$ cat config.mk
export PLATFORM = sky130hd
export DESIGN_NAME = digital_clock_top
export DESIGN_NICKNAME = d
export VERILOG_FILES = /design/src/design/clock_pkg.sv /design/src/design/button_input.sv /design/src/design/mode_control.sv /design/src/design/time_keeper.sv /design/src/design/alarm_register.sv /design/src/design/alarm_sounder.sv /design/src/design/display_scan.sv /design/src/design/digital_clock_top.sv
export SDC_FILE = /design/constraint.sdc
export NUM_CORES = 1
export LEC_CHECK = 0
export ABC_AREA = 0
export BUFFER_PORTS_ARGS = -buffer_cell sky130_fd_sc_hd__buf_2
export CAP_MARGIN = 15
export CELL_PAD_IN_SITES_DETAIL_PLACEMENT = 0
export CELL_PAD_IN_SITES_GLOBAL_PLACEMENT = 2
export CORE_MARGIN = 3
export CORE_UTILIZATION = 40
export DETAILED_ROUTE_END_ITERATION = 10
export GPL_ROUTABILITY_DRIVEN = 1
export PLACE_DENSITY_LB_ADDON = 0.25
export SLEW_MARGIN = 20
export SYNTH_ARGS = -nofsm -noshare
export SYNTH_HDL_FRONTEND = slang
export SYNTH_HIERARCHICAL = 1
export SYNTH_SLANG_ARGS = --single-unit
$ cat constraint.sdc
create_clock -name clk_200 -period 8.6 [get_ports clk_200]
set_input_delay 0.43 -clock clk_200 [delete_from_list [all_inputs] [get_ports clk_200]]
set_output_delay 0.43 -clock clk_200 [all_outputs]
set_load 0.05 [all_outputs]
$ cat src/design/clock_pkg.sv
package clock_pkg;

    localparam int TICKS_PER_SEC    = 200;         // clk_200 cycles per second
    localparam int HALF_SEC_TICKS   = 100;
    localparam int SCAN_CYCLES      = 4;           // Cycles per display digit
    localparam int BUZZ_HALF_PERIOD = 25;

    localparam int HOURS_MAX = 23;
    localparam int MINS_MAX  = 59;
    localparam int SECS_MAX  = 59;

    localparam int TICK_W = $clog2(TICKS_PER_SEC);
    localparam int SCAN_W = $clog2(SCAN_CYCLES);
    localparam int BUZZ_W = $clog2(BUZZ_HALF_PERIOD);

    // Bit positions inside a button command, lowest index wins
    localparam int BTN_CENTER = 0;
    localparam int BTN_RIGHT  = 1;
    localparam int BTN_LEFT   = 2;
    localparam int BTN_UP     = 3;
    localparam int BTN_DOWN   = 4;

    typedef logic [4:0] hour_t;
    typedef logic [5:0] min_t;
    typedef logic [5:0] sec_t;

    typedef enum logic [2:0] {
        CLOCK_RUN       = 3'b000,
        ALARM_RING      = 3'b001,
        SET_CLOCK_MINS  = 3'b010,
        SET_CLOCK_HOURS = 3'b011,
        SET_ALARM_MINS  = 3'b100,
        ADJUST_MENU     = 3'b110,
        SET_ALARM_HOURS = 3'b111
    } mode_t;

    typedef logic [4:0] btn_cmd_t;   // One-hot or zero
    typedef logic [6:0] seg_t;       // Active low, bit 0 is segment a
    typedef logic [3:0] anode_t;     // Active low, bit i is digit i

    // Hour field one up or down, wrapping within 0..HOURS_MAX
    function automatic hour_t step_hour(hour_t value, logic down);
        if (down) begin
            return (value == '0) ? hour_t'(HOURS_MAX) : value - 1'b1;
        end
        return (value == hour_t'(HOURS_MAX)) ? '0 : value + 1'b1;
    endfunction

    function automatic min_t step_min(min_t value, logic down);
        if (down) begin
            return (value == '0) ? min_t'(MINS_MAX) : value - 1'b1;
        end
        return (value == min_t'(MINS_MAX)) ? '0 : value + 1'b1;
    endfunction

endpackage

$ cat src/design/button_input.sv
`timescale 1ns/100ps

module button_input import clock_pkg::*; (
    input  logic     clk_200,
    input  logic     reset,
    input  logic     btn_center,
    input  logic     btn_right,
    input  logic     btn_left,
    input  logic     btn_up,
    input  logic     btn_down,
    output btn_cmd_t cmd
);

    btn_cmd_t btn_raw;
    btn_cmd_t sync_1;
    btn_cmd_t sync_2;
    btn_cmd_t sync_prev;
    btn_cmd_t rise;

    always_comb begin
        btn_raw             = '0;
        btn_raw[BTN_CENTER] = btn_center;
        btn_raw[BTN_RIGHT]  = btn_right;
        btn_raw[BTN_LEFT]   = btn_left;
        btn_raw[BTN_UP]     = btn_up;
        btn_raw[BTN_DOWN]   = btn_down;
    end

    assign rise = sync_2 & ~sync_prev;

    always_ff @(posedge clk_200 or posedge reset) begin
        if (reset) begin
            sync_1    <= '0;
            sync_2    <= '0;
            sync_prev <= '0;
            cmd       <= '0;
        end else begin
            sync_1    <= btn_raw;            // Metastability stages
            sync_2    <= sync_1;
            sync_prev <= sync_2;
            cmd       <= rise & (~rise + 1'b1);  // Keep lowest set bit only
        end
    end

    a_cmd_onehot: assert property (@(posedge clk_200) disable iff (reset) $onehot0(cmd));

endmodule

$ cat src/design/mode_control.sv
`timescale 1ns/100ps

module mode_control import clock_pkg::*; (
    input  logic       clk_200,
    input  logic       reset,
    input  btn_cmd_t   cmd,
    input  logic       alarm_hit,
    output logic       clock_hour_step,
    output logic       clock_min_step,
    output logic       alarm_hour_step,
    output logic       alarm_min_step,
    output logic       step_down,
    output logic       clock_run,
    output logic       ringing,
    output logic       show_alarm,
    output logic [5:0] led
);

    mode_t mode;
    mode_t mode_next;
    logic  adjusting;
    logic  step_req;

    always_comb begin
        mode_next = mode;
        case (mode)
            CLOCK_RUN: begin
                if (alarm_hit) begin
                    mode_next = ALARM_RING;
                end else if (cmd[BTN_CENTER]) begin
                    mode_next = ADJUST_MENU;
                end
            end
            ALARM_RING: begin
                if (cmd != '0) begin             // Any button silences
                    mode_next = CLOCK_RUN;
                end
            end
            default: begin
                if (cmd[BTN_CENTER]) begin
                    mode_next = CLOCK_RUN;
                end else if (cmd[BTN_RIGHT]) begin
                    case (mode)
                        SET_CLOCK_HOURS: mode_next = SET_CLOCK_MINS;
                        SET_CLOCK_MINS:  mode_next = SET_ALARM_HOURS;
                        SET_ALARM_HOURS: mode_next = SET_ALARM_MINS;
                        default:         mode_next = SET_CLOCK_HOURS;
                    endcase
                end else if (cmd[BTN_LEFT]) begin
                    case (mode)
                        SET_ALARM_MINS:  mode_next = SET_ALARM_HOURS;
                        SET_ALARM_HOURS: mode_next = SET_CLOCK_MINS;
                        SET_CLOCK_MINS:  mode_next = SET_CLOCK_HOURS;
                        default:         mode_next = SET_ALARM_MINS;
                    endcase
                end
            end
        endcase
    end

    always_ff @(posedge clk_200 or posedge reset) begin
        if (reset) begin
            mode <= CLOCK_RUN;
        end else begin
            mode <= mode_next;
        end
    end

    assign step_req  = cmd[BTN_UP] | cmd[BTN_DOWN];
    assign step_down = cmd[BTN_DOWN];

    assign clock_hour_step = step_req && (mode == SET_CLOCK_HOURS);
    assign clock_min_step  = step_req && (mode == SET_CLOCK_MINS);
    assign alarm_hour_step = step_req && (mode == SET_ALARM_HOURS);
    assign alarm_min_step  = step_req && (mode == SET_ALARM_MINS);

    assign clock_run  = (mode == CLOCK_RUN) || (mode == ALARM_RING);
    assign ringing    = (mode == ALARM_RING);
    assign show_alarm = (mode == SET_ALARM_HOURS) || (mode == SET_ALARM_MINS);
    assign adjusting  = !clock_run;              // Menu or any set state

    assign led[0] = adjusting;
    assign led[1] = (mode == SET_CLOCK_MINS);
    assign led[2] = (mode == SET_CLOCK_HOURS);
    assign led[3] = (mode == SET_ALARM_MINS);
    assign led[4] = (mode == SET_ALARM_HOURS);
    assign led[5] = ringing;

    // Step strobes are exclusive and never ride on a menu move
    a_one_strobe: assert property (@(posedge clk_200) disable iff (reset)
        $onehot0({clock_hour_step, clock_min_step, alarm_hour_step, alarm_min_step,
                  cmd[BTN_CENTER], cmd[BTN_RIGHT], cmd[BTN_LEFT]}));

endmodule

$ cat src/design/time_keeper.sv
`timescale 1ns/100ps

module time_keeper import clock_pkg::*; (
    input  logic  clk_200,
    input  logic  reset,
    input  logic  clock_run,
    input  logic  clock_hour_step,
    input  logic  clock_min_step,
    input  logic  step_down,
    output hour_t hours,
    output min_t  minutes,
    output sec_t  seconds,
    output logic  first_half
);

    logic [TICK_W-1:0] tick_cnt;
    logic              sec_end;

    assign sec_end    = clock_run && (tick_cnt == TICK_W'(TICKS_PER_SEC - 1));
    assign first_half = (tick_cnt < TICK_W'(HALF_SEC_TICKS));

    always_ff @(posedge clk_200 or posedge reset) begin
        if (reset) begin
            tick_cnt <= '0;
            seconds  <= '0;
            minutes  <= '0;
            hours    <= '0;
        end else if (clock_hour_step || clock_min_step) begin
            // Manual set restarts the current minute
            tick_cnt <= '0;
            seconds  <= '0;
            if (clock_hour_step) begin
                hours <= step_hour(hours, step_down);
            end else begin
                minutes <= step_min(minutes, step_down);   // No carry into hours
            end
        end else if (clock_run) begin
            if (sec_end) begin
                tick_cnt <= '0;
                if (seconds == sec_t'(SECS_MAX)) begin
                    seconds <= '0;
                    minutes <= step_min(minutes, 1'b0);
                    if (minutes == min_t'(MINS_MAX)) begin
                        hours <= step_hour(hours, 1'b0);
                    end
                end else begin
                    seconds <= seconds + 1'b1;
                end
            end else begin
                tick_cnt <= tick_cnt + 1'b1;
            end
        end
    end

    a_time_range: assert property (@(posedge clk_200) disable iff (reset)
        hours <= hour_t'(HOURS_MAX) && minutes <= min_t'(MINS_MAX)
        && seconds <= sec_t'(SECS_MAX) && tick_cnt < TICK_W'(TICKS_PER_SEC));

endmodule

$ cat src/design/alarm_register.sv
`timescale 1ns/100ps

module alarm_register import clock_pkg::*; (
    input  logic  clk_200,
    input  logic  reset,
    input  logic  alarm_hour_step,
    input  logic  alarm_min_step,
    input  logic  step_down,
    output hour_t alarm_hours,
    output min_t  alarm_minutes
);

    always_ff @(posedge clk_200 or posedge reset) begin
        if (reset) begin
            alarm_hours   <= '0;
            alarm_minutes <= '0;
        end else begin
            if (alarm_hour_step) begin
                alarm_hours <= step_hour(alarm_hours, step_down);
            end
            if (alarm_min_step) begin
                alarm_minutes <= step_min(alarm_minutes, step_down);   // Wraps, no carry
            end
        end
    end

    a_alarm_range: assert property (@(posedge clk_200) disable iff (reset)
        alarm_hours <= hour_t'(HOURS_MAX) && alarm_minutes <= min_t'(MINS_MAX));

endmodule

$ cat src/design/alarm_sounder.sv
`timescale 1ns/100ps

module alarm_sounder import clock_pkg::*; (
    input  logic  clk_200,
    input  logic  reset,
    input  hour_t hours,
    input  min_t  minutes,
    input  sec_t  seconds,
    input  hour_t alarm_hours,
    input  min_t  alarm_minutes,
    input  logic  ringing,
    output logic  alarm_hit,
    output logic  buzzer
);

    logic              match;
    logic              match_q;
    logic [BUZZ_W-1:0] buzz_cnt;

    assign match     = (hours == alarm_hours) && (minutes == alarm_minutes) && (seconds == '0);
    assign alarm_hit = match && !match_q;

    always_ff @(posedge clk_200 or posedge reset) begin
        if (reset) begin
            match_q <= 1'b1;                     // No ring on 00:00 at power-up
        end else begin
            match_q <= match;
        end
    end

    always_ff @(posedge clk_200 or posedge reset) begin
        if (reset) begin
            buzz_cnt <= '0;
            buzzer   <= 1'b0;
        end else if (!ringing) begin
            buzz_cnt <= '0;
            buzzer   <= 1'b0;
        end else if (buzz_cnt == BUZZ_W'(BUZZ_HALF_PERIOD - 1)) begin
            buzz_cnt <= '0;
            buzzer   <= ~buzzer;                 // Tone edge
        end else begin
            buzz_cnt <= buzz_cnt + 1'b1;
        end
    end

endmodule

$ cat src/design/display_scan.sv
`timescale 1ns/100ps

module display_scan import clock_pkg::*; (
    input  logic   clk_200,
    input  logic   reset,
    input  logic   en,
    input  hour_t  hours,
    input  min_t   minutes,
    input  hour_t  alarm_hours,
    input  min_t   alarm_minutes,
    input  logic   show_alarm,
    input  logic   clock_run,
    input  logic   first_half,
    output seg_t   segments,
    output anode_t anode_active,
    output logic   dp
);

    logic [SCAN_W-1:0] scan_cnt;
    logic [1:0]        digit;                    // 0 is hours tens
    hour_t             hour_sel;
    min_t              min_sel;
    min_t              field;
    logic [3:0]        digit_val;

    function automatic seg_t decode(logic [3:0] value);
        case (value)
            4'd0:    return 7'b1000000;
            4'd1:    return 7'b1111001;
            4'd2:    return 7'b0100100;
            4'd3:    return 7'b0110000;
            4'd4:    return 7'b0011001;
            4'd5:    return 7'b0010010;
            4'd6:    return 7'b0000010;
            4'd7:    return 7'b1111000;
            4'd8:    return 7'b0000000;
            4'd9:    return 7'b0010000;
            default: return 7'b1111111;
        endcase
    endfunction

    always_comb begin
        hour_sel  = show_alarm ? alarm_hours : hours;
        min_sel   = show_alarm ? alarm_minutes : minutes;
        field     = digit[1] ? min_sel : {1'b0, hour_sel};
        digit_val = digit[0] ? 4'(field % 6'd10) : 4'(field / 6'd10);
    end

    always_ff @(posedge clk_200 or posedge reset) begin
        if (reset) begin
            scan_cnt     <= '0;
            digit        <= '0;
            anode_active <= 4'b1110;
            segments     <= '1;
            dp           <= 1'b1;
        end else begin
            if (scan_cnt == SCAN_W'(SCAN_CYCLES - 1)) begin
                scan_cnt <= '0;
                digit    <= digit + 1'b1;
            end else begin
                scan_cnt <= scan_cnt + 1'b1;
            end
            anode_active <= en ? ~(anode_t'(1) << digit) : '1;   // Blank when disabled
            segments     <= decode(digit_val);
            dp           <= !((digit == 2'd1) && clock_run && first_half);
        end
    end

endmodule

$ cat src/design/digital_clock_top.sv
`timescale 1ns/100ps

module digital_clock_top import clock_pkg::*; (
    input  logic       clk_200,
    input  logic       reset,
    input  logic       en,
    input  logic       btn_center,
    input  logic       btn_right,
    input  logic       btn_left,
    input  logic       btn_up,
    input  logic       btn_down,
    output seg_t       segments,
    output logic       dp,
    output anode_t     anode_active,
    output logic [5:0] led,
    output logic       buzzer
);

    btn_cmd_t cmd;
    logic     clock_hour_step;
    logic     clock_min_step;
    logic     alarm_hour_step;
    logic     alarm_min_step;
    logic     step_down;
    logic     clock_run;
    logic     ringing;
    logic     show_alarm;
    logic     alarm_hit;
    logic     first_half;
    hour_t    hours;
    min_t     minutes;
    sec_t     seconds;
    hour_t    alarm_hours;
    min_t     alarm_minutes;

    button_input u_button_input (
        .clk_200    (clk_200),
        .reset      (reset),
        .btn_center (btn_center),
        .btn_right  (btn_right),
        .btn_left   (btn_left),
        .btn_up     (btn_up),
        .btn_down   (btn_down),
        .cmd        (cmd)
    );

    mode_control u_mode_control (
        .clk_200         (clk_200),
        .reset           (reset),
        .cmd             (cmd),
        .alarm_hit       (alarm_hit),
        .clock_hour_step (clock_hour_step),
        .clock_min_step  (clock_min_step),
        .alarm_hour_step (alarm_hour_step),
        .alarm_min_step  (alarm_min_step),
        .step_down       (step_down),
        .clock_run       (clock_run),
        .ringing         (ringing),
        .show_alarm      (show_alarm),
        .led             (led)
    );

    time_keeper u_time_keeper (
        .clk_200         (clk_200),
        .reset           (reset),
        .clock_run       (clock_run),
        .clock_hour_step (clock_hour_step),
        .clock_min_step  (clock_min_step),
        .step_down       (step_down),
        .hours           (hours),
        .minutes         (minutes),
        .seconds         (seconds),
        .first_half      (first_half)
    );

    alarm_register u_alarm_register (
        .clk_200         (clk_200),
        .reset           (reset),
        .alarm_hour_step (alarm_hour_step),
        .alarm_min_step  (alarm_min_step),
        .step_down       (step_down),
        .alarm_hours     (alarm_hours),
        .alarm_minutes   (alarm_minutes)
    );

    alarm_sounder u_alarm_sounder (
        .clk_200       (clk_200),
        .reset         (reset),
        .hours         (hours),
        .minutes       (minutes),
        .seconds       (seconds),
        .alarm_hours   (alarm_hours),
        .alarm_minutes (alarm_minutes),
        .ringing       (ringing),
        .alarm_hit     (alarm_hit),
        .buzzer        (buzzer)
    );

    display_scan u_display_scan (
        .clk_200       (clk_200),
        .reset         (reset),
        .en            (en),
        .hours         (hours),
        .minutes       (minutes),
        .alarm_hours   (alarm_hours),
        .alarm_minutes (alarm_minutes),
        .show_alarm    (show_alarm),
        .clock_run     (clock_run),
        .first_half    (first_half),
        .segments      (segments),
        .anode_active  (anode_active),
        .dp            (dp)
    );

endmodule

==> impl_results.md, run 1 <==
* Clock tree from TritonCTS: done
* Post-Syn Instances at 543
* Row Count at 41
* Final setup violation count at 0
* Sequential fraction of the synthesis area at 39.7%
* Register area at 0.00207 mm^2
* Post-Place Worst Slack at 5010 ps
* FFs w/ async S/R, synth at 100%
* Post-synth EDFFs at 0
* First-pass GRT wire length at 19600 um
* Busiest layer in global routing: met2
* Crit-path max cell delay at 710 ps
* Final-report hold violation count at 0
* Core Footprint at 0.0127 mm^2
* Post-CTS Hold Buffers at 0
* Buf+Inv Stages, Crit Path at 1
* Max-Cap Viols at 0
* CTS Buf Count at 9
* Worst path slowest cell: mux4_2
* Synth top area share at 33.7%
* Met1 usage at 21.8%
* RSZ-0062 raised after global routing: false
* Type of the worst setup path: register to register
* NumNets Final at 586
* Initial antenna violation count at 0
* Warnings, synthesis at 6
* Post-Syn Area at 0.00520 mm^2
* Final Util at 45.0%
* Worst min path class: primary input to async pin
* Setup TNS at 0 ps
* Area of the multi-input gates at 0.00284 mm^2
* Total grt overflow at 0
* WP data arrival at 3880 ps
* Worst-Skew Late Latency at 350 ps
* Number of global-route vias before repair at 3989
* Layout cells sized above 1 at 17.6%
* Cells along the critical path: nor2b_1 > nand2b_1 > nand2_1 > mux4_2 > nand2b_4 > o21ai_2 > a311o_1 > a211oi_4 > inv_2 > ha_1 > o21ai_0
* Port Buffers at 26
* Setup WS post-layout at 4990 ps
* FF+latch count, synth at 82
* Yosys cell types at 89
* # placed instances at 719
* Antenna Nets Post-Route at 0
* Count of final max-slew check failures at 0
* Leakage at 0.00244 uW
* Largest delay contributor family on the critical path: simple AND/OR/NAND/NOR gates
* Yosys top cell by area: dfrtp_1
* Final Non-Filler Cells at 735
* Worst setup EP type: register
* CTS H-tree depth at 3
* Minimum clock period at 3610 ps
* FILL cells at 1234
* Drt initial violations at 219
* Met3 GRT Util at 4.81%
* WP data required at 8870 ps
* Reg clk slew, reported paths at 60 ps
* Most frequent cells in the layout: dfrtp_1 (70), nor2_1 (53), nand2_1 (39), inv_1 (32), buf_2 (26)
* CTS sink count at 82
* Detailed Route WL at 11400 um
* GR Layer Usage met2 at 28.2%
* Area delta synth->final at 9.77%
* Slew HR at 37.4%
* Die area at 0.0144 mm^2
* Vias per inst at 5.43
* Synth top area cells: dfrtp_1 (34%), dfstp_2 (6.1%), ha_1 (4.8%)
* Height of the die at 120 um
* Pwr dens at 253 mW/mm^2
* Reg2reg setup slack at 4990 ps
* Initial Util at 41.0%
* Post_cts resized at 0
* DRC Markers at 0
* TritonRoute pass-1 iters at 4
* Worst slew pin tran at 933 ps
* Biggest fanout along the worst timing path at 14
* Largest net degree at the start of global routing at 26
* Clock Tree Root: clkbuf_16
* Longest Clk Path Bufs at 2
* Post-DP HPWL at 8280 um
* Die Wd at 120 um
* Fmax at 0.277 GHz
* Final GP Congestion at 0.792
* Worst Skew at 12.5 ps
* Post-CTS Setup Bufs at 0
* Syn_area_per_cell at 9.58 um^2
* Min Hold Slack at 20.5 ps
* Top FF cell, synth: dfrtp_1
* Peak supply drop at 0.153 mV
* Startpoint types: register
* WL per Instance at 15.5 um
* IO Pins at 27
* Diode count at 0
* Most common cell after layout, fill and taps aside: dfrtp_1
* Synth Net Count at 571
* Via count at 3989
* Final worst-path cycle share at 42.0%
* Outcome: completed
* All-Layer GR Usage at 17.0%
==> where the power goes <==
part / internal, uW / total, uW / switching [uW]
registers: 441 / 575 / 134
clock network: 227 / 392 / 165
logic: 200 / 476 / 275
total: 868 / 1440 / 574
==> worst reg2reg max path, cell delays in order, from the launching register on <==
cell	delay, ps
dfrtp_1	590
nor2b_1	210
nand2b_1	110
nand2_1	490
mux4_2	720
nand2b_4	150
o21ai_2	60
a311o_1	390
a211oi_4	250
inv_2	90
ha_1	310
o21ai_0	160
==> through the flow <==
step | power (uW) | area [um^2]
finish | 1440 | 5710
global route | 1550 | 5710
CTS | 1460 | 5700
detailed placement | 1060 | 5400
global placement | 1050 | 5400
floorplan | 959 | 5200
==> area by class of cell <==
class                           instances  area share (%)
Timing Repair Buffer                   29            2.67
Sequential cell                        82            36.2
Tap cell                              172            3.77
Clock buffer                            9            3.95
Multi-Input combinational cell        402            49.8
Inverter                               34            2.24
Clock inverter                          7            1.36
==> synthesized netlist by cell type (5+ instances only) <==
master,n
mux4_2,6
nand2_1,39
nor4_1,6
o31ai_1,11
xor2_1,9
o21ai_1,5
o21ai_0,24
and3_1,9
nor3_1,22
nor3b_1,7
nand4b_1,6
buf_4,8
a21oi_1,21
dfstp_2,12
nand2b_1,7
o22ai_1,5
a31oi_1,6
xnor2_1,21
ha_1,20
inv_1,33
buf_2,9
nor2_1,53
nor2b_1,8
nand3_1,16
dfrtp_1,70
nand4_1,8
==> per-layer routing <==
| metal | up-vias | wire [um] | part of all wire [%] |
|---|---|---|---|
| li1 | 1984 | - | - |
| met1 | 1943 | 5380 | 47 |
| met4 | 0 | 88 | 0.77 |
| met3 | 7 | 392 | 3.4 |
| met5 | - | 0 | 0 |
| met2 | 55 | 5510 | 48 |
==> kinds of logic after synthesis <==
kind of cell,count (synthesis),share of synthesized area (%)
compound gates,126,17.7
xor+xnor,30,5.05
fa+ha+maj,20,4.81
buf+inv,59,5.65
flops,82,39.7
mux,12,3.80
simple gates,214,23.2
==> registers in the layout, indices dropped and copies added (netlist names) <==
signal and cells:
u_button_input/cmd 5, u_alarm_register/alarm_minutes 6, u_button_input/sync_2 5, u_display_scan/anode_active 4, u_display_scan/dp 1, u_time_keeper/seconds 6, u_time_keeper/minutes 6, u_display_scan/digit 2
u_alarm_sounder/buzzer 1, u_time_keeper/tick_cnt 8, u_alarm_register/alarm_hours 5, u_button_input/sync_prev 5, u_display_scan/scan_cnt 2, u_button_input/sync_1 5, u_mode_control/mode 3, u_time_keeper/hours 5
u_display_scan/segments 7, u_alarm_sounder/match_q 1, u_alarm_sounder/buzz_cnt 5
==> worst paths after layout <==
kind / from / to / cells after the start
worst max-delay path: u_mode_control/mode[2] / u_display_scan/segments[3] / 11
worst min-delay path: reset / u_mode_control/mode[2] / 2
worst max register to register: u_mode_control/mode[2] / u_display_scan/segments[3] / 11
worst min register to register: u_button_input/sync_1[2] / u_button_input/sync_2[2] / 0
max in group asynchronous: reset / u_button_input/sync_1[4] / 2
min in group clk_200: btn_left / u_button_input/sync_1[2] / 1
(Power assumes the default switching activity.)
==> run 2: changes to the inputs <==
--- a/config.mk
+++ b/config.mk
@@ -11,7 +11,7 @@
 export CELL_PAD_IN_SITES_DETAIL_PLACEMENT = 0
 export CELL_PAD_IN_SITES_GLOBAL_PLACEMENT = 2
 export CORE_MARGIN = 3
-export CORE_UTILIZATION = 40
+export CORE_UTILIZATION = 36
 export DETAILED_ROUTE_END_ITERATION = 10
 export GPL_ROUTABILITY_DRIVEN = 1
 export PLACE_DENSITY_LB_ADDON = 0.25
==> constraint.sdc (replaced) <==
create_clock -name clk_200 -period 3.2 [get_ports clk_200]
set_input_delay 0.16 -clock clk_200 [delete_from_list [all_inputs] [get_ports clk_200]]
set_output_delay 0.16 -clock clk_200 [all_outputs]
set_load 0.05 [all_outputs]
==> run 2 against run 1 <==
Against the previous run:
- design area grew 4.5%
- non-clock buffer count grew 27
- combinational power increased to 3.3 times the previous value
- worst setup slack worse by 4800 ps
- die area rose by 11%
- sequential power grew 140%
- maximum frequency increased by 20%
- critical path type unchanged
- largest power group is now combinational logic
==> impl_results.md, run 2 (synthesis results as in run 1) <==
* DRC Markers at 0
* Reg2reg start: u_mode_control/mode[1]
* Cells along the critical path: nor2b_1 > nand2b_1 > nand2_4 > mux4_2 > o211a_1 > a31o_2 > o21a_1 > a211oi_4 > inv_2 > ha_1 > o21ai_0
* WP data required at 3470 ps
* Pwr dens at 686 mW/mm^2
* Die Wd at 126 um
* Die area at 0.0159 mm^2
* # placed instances at 747
* Fmax at 0.332 GHz
* Largest net degree at the start of global routing at 26
* Max-Cap Viols at 0
* Max reg flops at 8
* Reg clk slew, reported paths at 60 ps
* WL per Instance at 15.3 um
* TritonRoute pass-1 iters at 5
* IO Pins at 27
* Row Count at 43
* Most common cell after layout, fill and taps aside: dfrtp_1
* CTS Buf Count at 9
* Clock Tree Root: clkbuf_16
* WP data arrival at 3280 ps
* Worst path slowest cell: mux4_2
* Worst-Skew Late Latency at 350 ps
* Peak supply drop at 0.349 mV
* Top flop regs: u_time_keeper/tick_cnt: 8 flops, u_display_scan/segments: 7 flops
* Final GP Congestion at 0.788
* Worst min path class: primary input to async pin
* Final setup violation count at 0
* Vias per inst at 5.45
* Drt initial violations at 263
* All-Layer GR Usage at 15.1%
* Initial Util at 37.2%
* Clock tree from TritonCTS: done
* Reg2Reg Capture Point: u_display_scan/segments[3]
* FILL cells at 1376
* Initial antenna violation count at 0
* CTS H-tree depth at 3
* First-pass GRT wire length at 19500 um
* Antenna Nets Post-Route at 0
* Post-DP HPWL at 8590 um
* Worst slew pin tran at 811 ps
* Startpoint types: register
* Via count at 4199
* Slew HR at 45.8%
* Type of the worst setup path: register to register
* Detailed Route WL at 11800 um
* Count of final max-slew check failures at 0
* Diode count at 0
* Biggest fanout along the worst timing path at 9
* Worst reg2reg path depth at 11
* Final worst-path cycle share at 94.2%
* Layout cells sized above 1 at 20.3%
* Core Footprint at 0.0140 mm^2
* RSZ-0062 raised after global routing: false
* Minimum clock period at 3010 ps
* Final-report hold violation count at 0
* Reg2reg setup slack at 190 ps
* Final Non-Filler Cells at 770
* Worst Skew at 6.16 ps
* Port Buffers at 26
* NumNets Final at 613
* Longest Clk Path Bufs at 2
* Final Util at 42.6%
* Number of global-route vias before repair at 3897
* Top reg by flops: u_time_keeper/tick_cnt
* Outcome: completed
* CTS sink count at 82
* Area delta synth->final at 14.7%
* Total grt overflow at 0
* Height of the die at 126 um
* Leakage at 0.00259 uW
* Worst setup EP type: register
* Crit-path max cell delay at 610 ps
* Most frequent cells in the layout: dfrtp_1 (70), nor2_1 (53), nand2_1 (38), inv_1 (32), buf_2 (26)
-- run 2: changes by cell type in the layout (fill, tap and decap cells not counted), sizes merged --
cell | previous run | this run
clkinvlp | 1 | 0
buf | 29 | 49
clkinv | 4 | 3
dlygate4sd3 | 0 | 7
bufinv | 1 | 2
inv | 35 | 36
-- run 2: layout make-up --
cell class / instances / area [um^2] / area share (%)
timing repair buffer: 56 / 373 / 6.25
inverter: 34 / 128 / 2.14
sequential: 82 / 2070 / 34.7
tap: 180 / 225 / 3.78
clock inverter: 7 / 100 / 1.68
clock buffer: 9 / 225 / 3.78
multi-input combinational: 402 / 2850 / 47.7
-- run 2: worst max path at each step --
stage | startpoint | cells past startpoint | endpoint | slack (ps)
2_1_floorplan | u_mode_control/mode[0] | 13 | u_display_scan/segments[5] | 290
3_3_place_gp | u_mode_control/mode[1] | 11 | u_display_scan/segments[5] | 90
3_5_place_dp | u_mode_control/mode[1] | 11 | u_display_scan/segments[3] | -10
4_1_cts | u_mode_control/mode[1] | 11 | u_display_scan/segments[3] | 110
5_1_grt | u_mode_control/mode[2] | 11 | u_display_scan/segments[3] | 20
6_report | u_mode_control/mode[1] | 11 | u_display_scan/segments[3] | 190
-- run 2: routing by layer --
metal	up-vias	global-route usage (%)	wire, um	share of wire [%]
met3	10	4.24	562	4.8
li1	2038	-	-	-
met5	-	0	0	0
met1	2046	20.1	5550	47
met2	105	24.5	5520	47
met4	0	3.53	142	1.2
-- run 2: through the flow --
stage               TNS, ps  hold slack (ps)  area (um^2)  setup WS (ps)  power (uW)
floorplan                 0            -86.4         5200            289        2580
global placement          0              105         5560           85.2        2950
detailed placement    -17.8              105         5560          -13.7        2960
CTS                       0              271         5960            111        4130
global route              0              303         5960           24.2        4370
finish                    0              292         5960            186        4090
-- run 2: report_power, final --
group | switching (uW) | leakage, uW | internal (uW) | total, uW
clock | 439 | 0.000160 | 690 | 1130
combinational | 919 | 0.00140 | 639 | 1560
sequential | 216 | 0.00103 | 1190 | 1400
total | 1570 | 0.00259 | 2520 | 4090
-- run 2: repair_timing --
item	in CTS	in global routing
endpoints found under the setup margin	2	3
hold buffers	7	0
gates resized for setup	1	2
setup buffers	0	0
endpoints found under the hold margin	34	0
-- run 2: critical path, delay by kind of cell, from the launching register on --
family / cells / cell delay, ps
buf+inv: 1 / 90
compound gates: 5 / 1080
flops: 1 / 390
simple gates: 3 / 450
mux: 1 / 610
fa+ha+maj: 1 / 310
==> run 3: changes to the inputs <==
--- a/config.mk
+++ b/config.mk
@@ -14,7 +14,7 @@
 export CORE_UTILIZATION = 36
 export DETAILED_ROUTE_END_ITERATION = 10
 export GPL_ROUTABILITY_DRIVEN = 1
-export PLACE_DENSITY_LB_ADDON = 0.25
+export PLACE_DENSITY_LB_ADDON = 0.1
 export SLEW_MARGIN = 20
 export SYNTH_ARGS = -nofsm -noshare
 export SYNTH_HDL_FRONTEND = slang
==> run 3 against run 2 <==
Against the previous run:
- core utilization decreased by 0.081 points
- critical path depth unchanged
- first-iteration DRC count decreased by 3.8%
- design area decreased by 0.19%
- critical path type unchanged
- die area unchanged
- combinational power about the same
- wire length increased by 6.7%
- highest routed layer unchanged
- worst setup slack improved by 44 ps
- clock-buffer cell count increased by 1
- register-to-register slack improved by 40 ps
- via count decreased by 1.9%
==> impl_results.md, run 3 (synthesis results as in run 1) <==
* Area after DPL at 0.00555 mm^2
* TritonRoute pass-1 iters at 4
* Worst slew pin tran at 981 ps
* Final-report hold violation count at 0
* Cells along the critical path: nor2b_1 > nand2b_1 > nand2_4 > mux4_2 > o211a_1 > a31o_2 > o21a_1 > a211oi_4 > inv_2 > ha_1 > o221a_1
* WP data arrival at 3240 ps
* NumNets Final at 613
* Outcome: completed
* Top reg by flops: u_time_keeper/tick_cnt
* Row Count at 43
* Type of the worst setup path: register to register
* Largest net degree at the start of global routing at 26
* Core Footprint at 0.0140 mm^2
* Final setup violation count at 0
* Vias per inst at 5.35
* # placed instances at 745
* IO Pins at 27
* Top flop regs: u_time_keeper/tick_cnt: 8 flops, u_display_scan/segments: 7 flops
* Most frequent cells in the layout: dfrtp_1 (70), nor2_1 (53), nand2_1 (38), inv_1 (32), buf_2 (26)
* Biggest fanout along the worst timing path at 6
* Final GP Congestion at 0.771
* Peak supply drop at 0.366 mV
* Worst setup EP type: register
* Clock Tree Root: clkbuf_16
* DRC Markers at 0
* All-Layer GR Usage at 16.1%
* Clock tree from TritonCTS: done
* Die Wd at 126 um
* CTS H-tree depth at 3
* Pwr dens at 682 mW/mm^2
* Initial Util at 37.2%
* Setup TNS at 0 ps
* Reg clk slew, reported paths at 60 ps
* FILL cells at 1385
* WL per Instance at 16.3 um
* Final instance area at 0.00595 mm^2
* Number of global-route vias before repair at 3969
* CTS sink count at 82
* Layout cells sized above 1 at 20.2%
* Crit-path max cell delay at 580 ps
* Max reg flops at 8
* Total grt overflow at 0
* Die area at 0.0159 mm^2
* Longest Clk Path Bufs at 2
* Startpoint types: register
* Port Buffers at 26
* Worst path slowest cell: mux4_2
* First-pass GRT wire length at 20800 um
* Fmax at 0.337 GHz
* Initial antenna violation count at 0
* Detailed Route WL at 12600 um
* Antenna Nets Post-Route at 0
* Drt initial violations at 253
* CTS Buf Count at 9
* WP data required at 3470 ps
* Post-DP HPWL at 9160 um
* Max-Cap Viols at 0
* Most common cell after layout, fill and taps aside: dfrtp_1
* RSZ-0062 raised after global routing: false
* Worst Skew at 6.47 ps
* Final worst-path cycle share at 92.8%
* Final Non-Filler Cells at 770
* Diode count at 0
* Leakage at 0.00257 uW
* Via count at 4119
* Min Hold Slack at 324 ps
* Worst-Skew Late Latency at 340 ps
* Count of final max-slew check failures at 0
* Worst min path class: primary input to async pin
* Slew HR at 34.2%
* Height of the die at 126 um
* Minimum clock period at 2970 ps
* Area delta synth->final at 14.5%
## run 3: final cells by class
| type | count | area (um^2) | area share (%) |
|---|---|---|---|
| inverters | 34 | 128 | 2.14 |
| well taps | 180 | 225 | 3.78 |
| clock inverters | 6 | 75.1 | 1.26 |
| multi-input cells | 402 | 2850 | 47.8 |
| flip-flops and latches | 82 | 2070 | 34.7 |
| repair buffers | 56 | 373 | 6.26 |
| clock buffers | 10 | 239 | 4.01 |
## run 3: path summary, 6_finish.rpt
check                                          from                    endpoint  slack, ps  cells past startpoint
hold / removal                                reset      u_mode_control/mode[1]        320                      3
max in group asynchronous                     reset      u_time_keeper/hours[4]       2170                      3
hold reg to reg            u_button_input/sync_1[1]    u_button_input/sync_2[1]        350                      0
min in group clk_200       u_button_input/sync_1[1]    u_button_input/sync_2[1]        350                      0
setup / recovery             u_mode_control/mode[1]  u_display_scan/segments[5]        230                     11
setup reg to reg             u_mode_control/mode[1]  u_display_scan/segments[5]        230                     11
## run 3: worst max-delay path, delay by kind of cell (launching register included)
family                   cells  cell delay, ps
AO/OA/AOI/OAI                5            1160
multiplexers                 1             580
AND/OR/NAND/NOR              3             450
flip-flops                   1             400
adder cells (fa/ha/maj)      1             220
buffers and inverters        1              90
## run 3: timing repair
item / in CTS / in global routing
hold buffers: 7 / 0
setup endpoints to repair: 0 / 4
setup buffers: 0 / 2
resized for setup: 0 / 2
endpoints found under the hold margin: 29 / 0
## run 3: routing by layer
metal	vias to the layer above	part of all wire [%]	global-route usage (%)
li1	2037	-	-
met1	1996	48	21.9
met2	70	46	25.6
met3	16	3.5	3.44
met4	0	1.8	5.68
met5	-	0	0
## run 3: stage by stage
stage | utilization, % | setup slack [ps] | total power [uW]
5_1_grt | 42.6 | 13.4 | 4340
4_1_cts | 42.4 | 67.2 | 4100
3_3_place_gp | 39.7 | 193 | 2960
3_5_place_dp | 39.7 | 93.3 | 2980
2_1_floorplan | - | 289 | 2580
6_report | 42.6 | 230 | 4060
## run 3: power breakdown
group | total, uW | switching (uW) | leakage [uW] | internal (uW)
combinational | 1570 | 946 | 0.00140 | 626
clock | 1090 | 452 | 0.000151 | 636
sequential | 1400 | 216 | 0.00103 | 1190
total | 4060 | 1610 | 0.00257 | 2450
